==> src/verilog/cfi_defs.svh <==
`ifndef CFI_DEFS_SVH
`define CFI_DEFS_SVH

// address and data width of the monitored core
`define CFI_XLEN 32

// number of return addresses the shadow stack can hold
`define CFI_SS_DEPTH 8

// cycles an exception record stays valid once raised
`define CFI_EX_HOLD 12

// marker nop layout: low two immediate bits carry the tag,
// bits 10..2 carry the argument count and bit 11 flags a variadic callee
`define CFI_NOP_IMM_TAG 2'd2
`define CFI_ARGS_W 9
`define CFI_NOP_ARGS_LSB 2
`define CFI_NOP_VARIADIC_BIT 11

`endif

==> src/verilog/cfi_pkg.sv <==
`default_nettype none

`include "cfi_defs.svh"

package cfi_pkg;

   typedef logic [`CFI_XLEN-1:0]   addr_t;
   typedef logic [4:0]             reg_idx_t;
   typedef logic [11:0]            imm_t;
   // all ones means no indirect call is pending
   typedef logic [`CFI_ARGS_W-1:0] nargs_t;

   typedef enum logic [1:0] {
      OP_ADD,
      OP_JAL,
      OP_JALR,
      OP_OTHER
   } op_e;

   typedef enum logic [3:0] {
      CAUSE_ILLEGAL_INSTR = 4'd2,
      CAUSE_BREAKPOINT    = 4'd3
   } cause_e;

   // one instruction as seen at the commit stage
   typedef struct packed {
      op_e      op;
      reg_idx_t rd;
      reg_idx_t rs1;
      imm_t     imm;
      addr_t    pc;
      logic     trapped;
   } commit_t;

   // classified commit, valid for a single cycle
   typedef struct packed {
      logic  valid;
      logic  is_call;
      logic  is_ret;
      logic  is_nop;
      logic  args_ok;
      addr_t pc;
   } decoded_t;

   typedef struct packed {
      logic   valid;
      cause_e cause;
      addr_t  tval;
   } exception_t;

   typedef struct packed {
      logic  ret_mismatch;
      logic  ss_overflow;
      logic  nop_missing;
      addr_t tval;
   } violation_t;

endpackage

`default_nettype wire

==> src/verilog/commit_decoder.sv <==
`timescale 1ns/1ps
`default_nettype none

`include "cfi_defs.svh"

module commit_decoder (
   input  logic              clk_i,
   input  logic              rst_ni,
   input  logic              commit_valid_i,
   input  cfi_pkg::commit_t  commit_i,
   input  cfi_pkg::nargs_t   csr_nargs_i,
   output cfi_pkg::decoded_t dec_o
);

   logic             call_d;
   logic             ret_d;
   logic             nop_d;
   logic             args_ok_d;
   cfi_pkg::nargs_t  nop_nargs;

   logic             valid_q;
   logic             call_q;
   logic             ret_q;
   logic             nop_q;
   logic             args_ok_q;
   cfi_pkg::addr_t   pc_q;

   ////////////////////////////////////////////////////////////////////////////
   // instruction classification
   ////////////////////////////////////////////////////////////////////////////

   // calls link through ra, returns jump through ra without linking
   always_comb begin
      call_d = ((commit_i.op == cfi_pkg::OP_JAL) || (commit_i.op == cfi_pkg::OP_JALR)) &&
               (commit_i.rd == cfi_pkg::reg_idx_t'(1));
      ret_d  = (commit_i.op == cfi_pkg::OP_JALR) && (commit_i.rd == '0) &&
               (commit_i.rs1 == cfi_pkg::reg_idx_t'(1));
      nop_d  = (commit_i.op == cfi_pkg::OP_ADD) && (commit_i.rd == '0) &&
               (commit_i.rs1 == '0) && (commit_i.imm[1:0] == `CFI_NOP_IMM_TAG);
   end

   assign nop_nargs = commit_i.imm[`CFI_NOP_ARGS_LSB +: `CFI_ARGS_W];

   // a variadic callee may take more arguments than the caller announced
   always_comb begin
      if (csr_nargs_i == '1) begin
         args_ok_d = 1'b1;
      end else if (commit_i.imm[`CFI_NOP_VARIADIC_BIT]) begin
         args_ok_d = (nop_nargs >= csr_nargs_i);
      end else begin
         args_ok_d = (nop_nargs == csr_nargs_i);
      end
   end

   ////////////////////////////////////////////////////////////////////////////
   // output register
   ////////////////////////////////////////////////////////////////////////////

   // a trapped instruction never retired, so it produces no pulse
   always_ff @(posedge clk_i) begin
      if (!rst_ni) begin
         valid_q <= 1'b0;
      end else begin
         valid_q <= commit_valid_i && !commit_i.trapped;
      end
   end

   always_ff @(posedge clk_i) begin
      call_q    <= call_d;
      ret_q     <= ret_d;
      nop_q     <= nop_d;
      args_ok_q <= args_ok_d;
      pc_q      <= commit_i.pc;
   end

   assign dec_o.valid   = valid_q;
   assign dec_o.is_call = call_q;
   assign dec_o.is_ret  = ret_q;
   assign dec_o.is_nop  = nop_q;
   assign dec_o.args_ok = args_ok_q;
   assign dec_o.pc      = pc_q;

endmodule

`default_nettype wire

==> src/verilog/fwd_edge_checker.sv <==
`timescale 1ns/1ps
`default_nettype none

`include "cfi_defs.svh"

module fwd_edge_checker (
   input  logic              clk_i,
   input  logic              rst_ni,
   input  cfi_pkg::decoded_t dec_i,
   input  logic              csr_en_i,
   output logic              nop_missing_o,
   output logic              args_clr_o
);

   typedef enum logic {
      IDLE,
      WAIT_NOP
   } fwd_state_e;

   fwd_state_e state_q;
   fwd_state_e state_d;
   logic       nop_missing_d;
   logic       args_clr_d;
   logic       nop_good;

   // the landing instruction must be a tagged nop whose count fits the callee
   assign nop_good = dec_i.is_nop && dec_i.args_ok;

   ////////////////////////////////////////////////////////////////////////////
   // forward edge FSM
   ////////////////////////////////////////////////////////////////////////////

   always_comb begin
      state_d       = state_q;
      nop_missing_d = 1'b0;
      // the argument register is kept in its reset value while checking is off
      args_clr_d    = !csr_en_i;

      if (dec_i.valid) begin
         case (state_q)
            IDLE: begin
               if (dec_i.is_call) begin
                  state_d = WAIT_NOP;
               end
            end
            WAIT_NOP: begin
               // whatever follows the call consumes the argument count
               args_clr_d = 1'b1;
               if (!nop_good) begin
                  nop_missing_d = 1'b1;
               end
               // a call landing on another call starts a fresh wait
               if (dec_i.is_call) begin
                  state_d = WAIT_NOP;
               end else begin
                  state_d = IDLE;
               end
            end
            default: begin
               state_d = IDLE;
            end
         endcase
      end
   end

   always_ff @(posedge clk_i) begin
      if (!rst_ni) begin
         state_q       <= IDLE;
         nop_missing_o <= 1'b0;
         args_clr_o    <= 1'b0;
      end else begin
         state_q       <= state_d;
         nop_missing_o <= nop_missing_d;
         args_clr_o    <= args_clr_d;
      end
   end

endmodule

`default_nettype wire

==> src/verilog/shadow_stack.sv <==
`timescale 1ns/1ps
`default_nettype none

`include "cfi_defs.svh"

module shadow_stack (
   input  logic              clk_i,
   input  logic              rst_ni,
   input  cfi_pkg::decoded_t dec_i,
   output logic              ret_mismatch_o,
   output logic              ss_overflow_o,
   output cfi_pkg::addr_t    viol_tval_o
);

   localparam int unsigned DEPTH = `CFI_SS_DEPTH;
   localparam int unsigned PTR_W = $clog2(DEPTH + 1);
   localparam int unsigned IDX_W = $clog2(DEPTH);

   typedef enum logic {
      IDLE,
      WAIT_TARGET
   } ss_state_e;

   // ptr_q counts the stored entries, the top sits at ptr_q - 1
   cfi_pkg::addr_t   mem_q [DEPTH];
   logic [PTR_W-1:0] ptr_q;
   logic [PTR_W-1:0] ptr_popped;
   logic [IDX_W-1:0] top_idx;
   logic [IDX_W-1:0] wr_idx;
   cfi_pkg::addr_t   top_addr;
   logic             empty;

   ss_state_e        state_q;
   ss_state_e        state_d;
   logic             pop;
   logic             push;
   logic             mismatch_d;
   logic             overflow_d;

   assign empty    = (ptr_q == '0);
   assign top_idx  = IDX_W'(ptr_q - PTR_W'(1));
   assign top_addr = mem_q[top_idx];

   ////////////////////////////////////////////////////////////////////////////
   // return target FSM
   ////////////////////////////////////////////////////////////////////////////

   always_comb begin
      state_d    = state_q;
      pop        = 1'b0;
      mismatch_d = 1'b0;

      if (dec_i.valid) begin
         case (state_q)
            IDLE: begin
               if (dec_i.is_ret) begin
                  state_d = WAIT_TARGET;
               end
            end
            WAIT_TARGET: begin
               // the instruction after a return must sit at the saved address
               if (!empty && (top_addr == dec_i.pc)) begin
                  pop = 1'b1;
               end else begin
                  mismatch_d = 1'b1;
               end
               state_d = dec_i.is_ret ? WAIT_TARGET : IDLE;
            end
            default: begin
               state_d = IDLE;
            end
         endcase
      end
   end

   ////////////////////////////////////////////////////////////////////////////
   // push side, evaluated after any pop of the same cycle
   ////////////////////////////////////////////////////////////////////////////

   assign ptr_popped = ptr_q - PTR_W'(pop);
   assign wr_idx     = IDX_W'(ptr_popped);
   assign push       = dec_i.valid && dec_i.is_call && (ptr_popped != PTR_W'(DEPTH));
   assign overflow_d = dec_i.valid && dec_i.is_call && (ptr_popped == PTR_W'(DEPTH));

   always_ff @(posedge clk_i) begin
      if (push) begin
         mem_q[wr_idx] <= dec_i.pc + cfi_pkg::addr_t'(4);
      end
   end

   always_ff @(posedge clk_i) begin
      if (!rst_ni) begin
         state_q        <= IDLE;
         ptr_q          <= '0;
         ret_mismatch_o <= 1'b0;
         ss_overflow_o  <= 1'b0;
      end else begin
         state_q        <= state_d;
         ptr_q          <= ptr_popped + PTR_W'(push);
         ret_mismatch_o <= mismatch_d;
         ss_overflow_o  <= overflow_d;
      end
   end

   // both violations report the pc of the instruction that revealed them
   always_ff @(posedge clk_i) begin
      if (mismatch_d || overflow_d) begin
         viol_tval_o <= dec_i.pc;
      end
   end

endmodule

`default_nettype wire

==> src/verilog/cfi_exception_unit.sv <==
`timescale 1ns/1ps
`default_nettype none

`include "cfi_defs.svh"

module cfi_exception_unit (
   input  logic                clk_i,
   input  logic                rst_ni,
   input  cfi_pkg::violation_t viol_i,
   input  logic                csr_en_i,
   output cfi_pkg::exception_t exception_o
);

   localparam int unsigned HOLD  = `CFI_EX_HOLD;
   localparam int unsigned CNT_W = $clog2(HOLD);

   cfi_pkg::exception_t ex_d;
   cfi_pkg::exception_t ex_q;
   logic [CNT_W-1:0]    cnt_q;

   ////////////////////////////////////////////////////////////////////////////
   // violation priority
   ////////////////////////////////////////////////////////////////////////////

   // backward edge faults win over a missing landing nop
   always_comb begin
      ex_d = '0;
      if (csr_en_i) begin
         if (viol_i.ret_mismatch || viol_i.ss_overflow) begin
            ex_d.valid = 1'b1;
            ex_d.cause = cfi_pkg::CAUSE_ILLEGAL_INSTR;
            ex_d.tval  = viol_i.tval;
         end else if (viol_i.nop_missing) begin
            ex_d.valid = 1'b1;
            ex_d.cause = cfi_pkg::CAUSE_BREAKPOINT;
            ex_d.tval  = '0;
         end
      end
   end

   ////////////////////////////////////////////////////////////////////////////
   // hold counter
   ////////////////////////////////////////////////////////////////////////////

   // the record stays up for HOLD cycles, a new fault restarts the count
   always_ff @(posedge clk_i) begin
      if (!rst_ni) begin
         ex_q  <= '0;
         cnt_q <= '0;
      end else begin
         if (ex_d.valid) begin
            ex_q  <= ex_d;
            cnt_q <= CNT_W'(HOLD - 1);
         end else if (cnt_q != '0) begin
            cnt_q <= cnt_q - CNT_W'(1);
         end else begin
            ex_q <= '0;
         end
      end
   end

   assign exception_o = ex_q;

endmodule

`default_nettype wire

==> src/verilog/cfi_monitor_top.sv <==
`timescale 1ns/1ps
`default_nettype none

`include "cfi_defs.svh"

module cfi_monitor_top (
   input  logic                clk_i,
   input  logic                rst_ni,
   input  logic                commit_valid_i,
   input  cfi_pkg::commit_t    commit_i,
   input  logic                csr_en_i,
   input  cfi_pkg::nargs_t     csr_nargs_i,
   output cfi_pkg::exception_t exception_o,
   output logic                args_clr_o
);

   cfi_pkg::decoded_t   dec;
   cfi_pkg::violation_t viol;
   logic                nop_missing;
   logic                ret_mismatch;
   logic                ss_overflow;
   cfi_pkg::addr_t      viol_tval;

   commit_decoder u_commit_decoder (
      .clk_i          (clk_i),
      .rst_ni         (rst_ni),
      .commit_valid_i (commit_valid_i),
      .commit_i       (commit_i),
      .csr_nargs_i    (csr_nargs_i),
      .dec_o          (dec)
   );

   fwd_edge_checker u_fwd_edge_checker (
      .clk_i         (clk_i),
      .rst_ni        (rst_ni),
      .dec_i         (dec),
      .csr_en_i      (csr_en_i),
      .nop_missing_o (nop_missing),
      .args_clr_o    (args_clr_o)
   );

   shadow_stack u_shadow_stack (
      .clk_i          (clk_i),
      .rst_ni         (rst_ni),
      .dec_i          (dec),
      .ret_mismatch_o (ret_mismatch),
      .ss_overflow_o  (ss_overflow),
      .viol_tval_o    (viol_tval)
   );

   // checker pulses travel together to the exception unit
   assign viol.ret_mismatch = ret_mismatch;
   assign viol.ss_overflow  = ss_overflow;
   assign viol.nop_missing  = nop_missing;
   assign viol.tval         = viol_tval;

   cfi_exception_unit u_cfi_exception_unit (
      .clk_i       (clk_i),
      .rst_ni      (rst_ni),
      .viol_i      (viol),
      .csr_en_i    (csr_en_i),
      .exception_o (exception_o)
   );

endmodule

`default_nettype wire

==> config.mk <==
export PLATFORM = sky130hd
export DESIGN_NAME = cfi_monitor_top
export DESIGN_NICKNAME = d
export VERILOG_FILES = /design/src/verilog/cfi_pkg.sv /design/src/verilog/commit_decoder.sv /design/src/verilog/fwd_edge_checker.sv /design/src/verilog/shadow_stack.sv /design/src/verilog/cfi_exception_unit.sv /design/src/verilog/cfi_monitor_top.sv
export VERILOG_INCLUDE_DIRS = /design/src /design/src/verilog
export SDC_FILE = /design/constraint.sdc
export NUM_CORES = 1
export LEC_CHECK = 0
export ABC_AREA = 1
export CAP_MARGIN = 20
export CELL_PAD_IN_SITES_DETAIL_PLACEMENT = 0
export CELL_PAD_IN_SITES_GLOBAL_PLACEMENT = 2
export CORE_ASPECT_RATIO = 1.5
export CORE_MARGIN = 5
export CORE_UTILIZATION = 30
export DETAILED_ROUTE_END_ITERATION = 16
export DONT_BUFFER_PORTS = 1
export PLACE_DENSITY_LB_ADDON = 0.1
export SYNTH_ARGS = -nofsm -noshare
export SYNTH_HDL_FRONTEND = slang
export SYNTH_SLANG_ARGS = --single-unit
export TNS_END_PERCENT = 5
==> constraint.sdc <==
create_clock -name clk_i -period 7.7 [get_ports clk_i]
set_input_delay 1.54 -clock clk_i [delete_from_list [all_inputs] [get_ports clk_i]]
set_output_delay 1.54 -clock clk_i [all_outputs]
set_load 0.005 [all_outputs]
==> results.md <==
* Status: complete, no violations
* Drt total wl at 45,900 um
* Largest net degree at the start of global routing at 79
* Post-Syn Area at 15,600 um2
* Reg2Reg Setup Slack at 1.46 ns
* Detailed-router iteration count before antenna repair at 5
* Syn Area/Cell at 10.1 um2
* Top cell type by total area after synthesis: edfxtp_1
* Crit path from: u_shadow_stack.ptr_q[0]
* Req. time, crit path at approximately 8.0 ns
* Most common cell in the netlist: nand2_1
* Post-synthesis sequential area ratio at 66.3%
* Arr. time, crit path at 6.53 ns
* CTS Buf Count at 41
* Max Fclk at 160 MHz
* Uppermost layer routed: met4
* Area Overhead vs Synth at 13.9%
* Nets@finish at 1,636
* Detailed Place HPWL at 29,300 um
* Setup Crit Path Kind: flip-flop to flip-flop
* Clock slew at reported path FFs at roughly 0.06 ns
* Worst min-delay path startpoint: u_commit_decoder.nop_q
* Ports at 108
* Bufs and invs on worst path at 7
* WL per Instance at 20.4 um
* Routed vias/inst at 4.50
* Maximum VDD drop at 0.159 mV
* Share of layout cells above drive strength 1 at between 6 and 7%
* Gp weighted congestion at approximately 0.76
* Ys flop type: edfxtp_1
* CTS Hold Bufs at 0
* Root Driver: clkbuf_16
* First-pass GRT wire length at roughly 69,000 um
* WL met3 at 1850 um
* Starting Density at 30.3%
* GRT Overall Usage at 16.1%
* Slew margin rel. at 34.6%
* Cts repair resizes at 0
* PortBufs at 0
* CP max FO at 42
* Non-Filler Instances at 2,255
* Vias in the first global route at 10,379
* Cell mode on critical path: nand2_1
* Max Cap Viol at 0
* FF+latch count, synth at 373
* Max incr delay on CP at 0.80 ns
* Placed insts at 2,183
* Synth top cells by count: nand2_1, edfxtp_1, inv_1
* Post-layout min period at about 6.2 ns
* WL met2 at ~23,000 um
* DR iter-0 viols at slightly above 500
* CTS H-tree lvls at 2
* Die height at 289 um
* Post-synth ARST share at 0%
* Post-synthesis cell type count at 37
* CP max stage cell: xor2_4
* Worst r2r src: u_shadow_stack.ptr_q[0]
* Worst Setup Start Kind: flip-flop
* Top delay family on crit path: simple AND/OR/NAND/NOR gates
* GRT Residual Overflow at 0
* Antenna Diode Count at 0
* Final worst path period share at between 80% and 90%
* Max Clock Skew at between 0.015 and 0.02 ns
* RSZ-0062 raised after global routing: false
* Post-CTS Setup Inserts at 0
* Core area at 51,600 um2
* DRC Markers at 0
* Mapped Cells at 1,546
* Routed via count at 10,150
* CP endpoint kind: flip-flop
* Area share of the leading cell type in the synthesized netlist at 55.4%
* Slew Limit Fails at 0
* Clock Tree Buf Depth at 3
* Layout fillers at 5,247
* Setup TNS Final at 0 ns
* P_leak at 0.00709 uW
* Worst-skew pair later-pin latency at approximately 0.55 ns
* Setup violations, final at 0
* Yosys warning count at 0
* Die width at ~200 um
* Top cells by area, synth: edfxtp_1, dfxtp_1, nand2_1
* CTS tree: yes
* FP Rows at 102
* Clock Sinks at 373
* Slew at the pin closest to its max-slew limit at 0.979 ns
* Initial antenna violation count at 1
* Type of the most critical hold path: flip-flop to flip-flop
* Die ar. at approximately 57,000 um2
* Power per cell area at about 250 nW/um2
* Routed metal-1 wirelength at 19,900 um
* Routed Antenna Nets at 0
* Post-synth EDFFs at 288
* Hold Fails Final Rpt at 0
## sequential cells by signal, indices dropped and copies added, names as in the netlist, 4 cells and up
signal,flops
u_shadow_stack.viol_tval_o,32
u_cfi_exception_unit.cnt_q,4
u_shadow_stack.ptr_q,4
u_shadow_stack.mem_q,256
u_commit_decoder.pc_q,32
u_cfi_exception_unit.exception_o,34
## stage by stage
stage          utilization (%)  hold WS (ns)  setup WS [ns]  area, um2  total power, uW
3_5_place_dp              31.8         0.410           1.28      16400             2360
6_report                  34.5         0.412           1.46      17800             4370
2_1_floorplan                -         0.382           1.91      15600             2310
3_3_place_gp              31.8         0.409           1.35      16400             2360
4_1_cts                   34.5         0.421           1.27      17800             4440
5_1_grt                   34.5         0.432          0.825      17800             4530
## report_power, final
group	internal, uW	switching (uW)
Sequential	2180	27.7
Combinational	27.9	76.6
Clock	1240	820
Total	3450	924
## placed cells by master, fill, tap and decap left out, drive strengths merged, types with 22 or more instances in the layout
cell    instances
edfxtp        288
clkbuf         54
inv           212
buf            22
nand2         427
o21ai          73
nor2          108
xor2           29
nand3         186
dfxtp          85
## kinds of logic (layout without fill, tap and decap cells)
logic type | Yosys count | count (layout) | share of synthesized area (%)
AOI/OAI and AO/OA | 99 | 99 | 3.35
xor gates and xnor gates | 31 | 31 | 1.79
adders and majority gates | 16 | 16 | 1.28
buffers and inverters | 278 | 310 | 7.08
DFF | 373 | 373 | 66.3
other | 1 | 2 | 0.0240
and+or+nand+nor | 748 | 748 | 20.2
## per-layer routing
metal | vias up | global-route usage [%]
li1 | 5051 | -
met1 | 4846 | 20.2
met2 | 191 | 28.6
met3 | 62 | 2.63
met4 | 0 | 4.75
met5 | - | 0
## area by class of cell
cell class	instances	area, um2	share of cell area (%)
clock buffer	54	1210	6.81
clock inverter	18	194	1.09
inverter	216	812	4.56
multi-input combinational	896	4210	23.6
sequential	373	10400	58.2
tap	676	846	4.75
timing repair buffer	22	173	0.970
## final timing paths
kind,end,cells past startpoint
setup / recovery,u_shadow_stack.mem_q[6][23],28
hold / removal,u_fwd_edge_checker.nop_missing_o,1
setup reg to reg,u_shadow_stack.mem_q[6][23],28
hold reg to reg,u_fwd_edge_checker.nop_missing_o,1
Note: power is estimated with default switching activity, not from simulation.
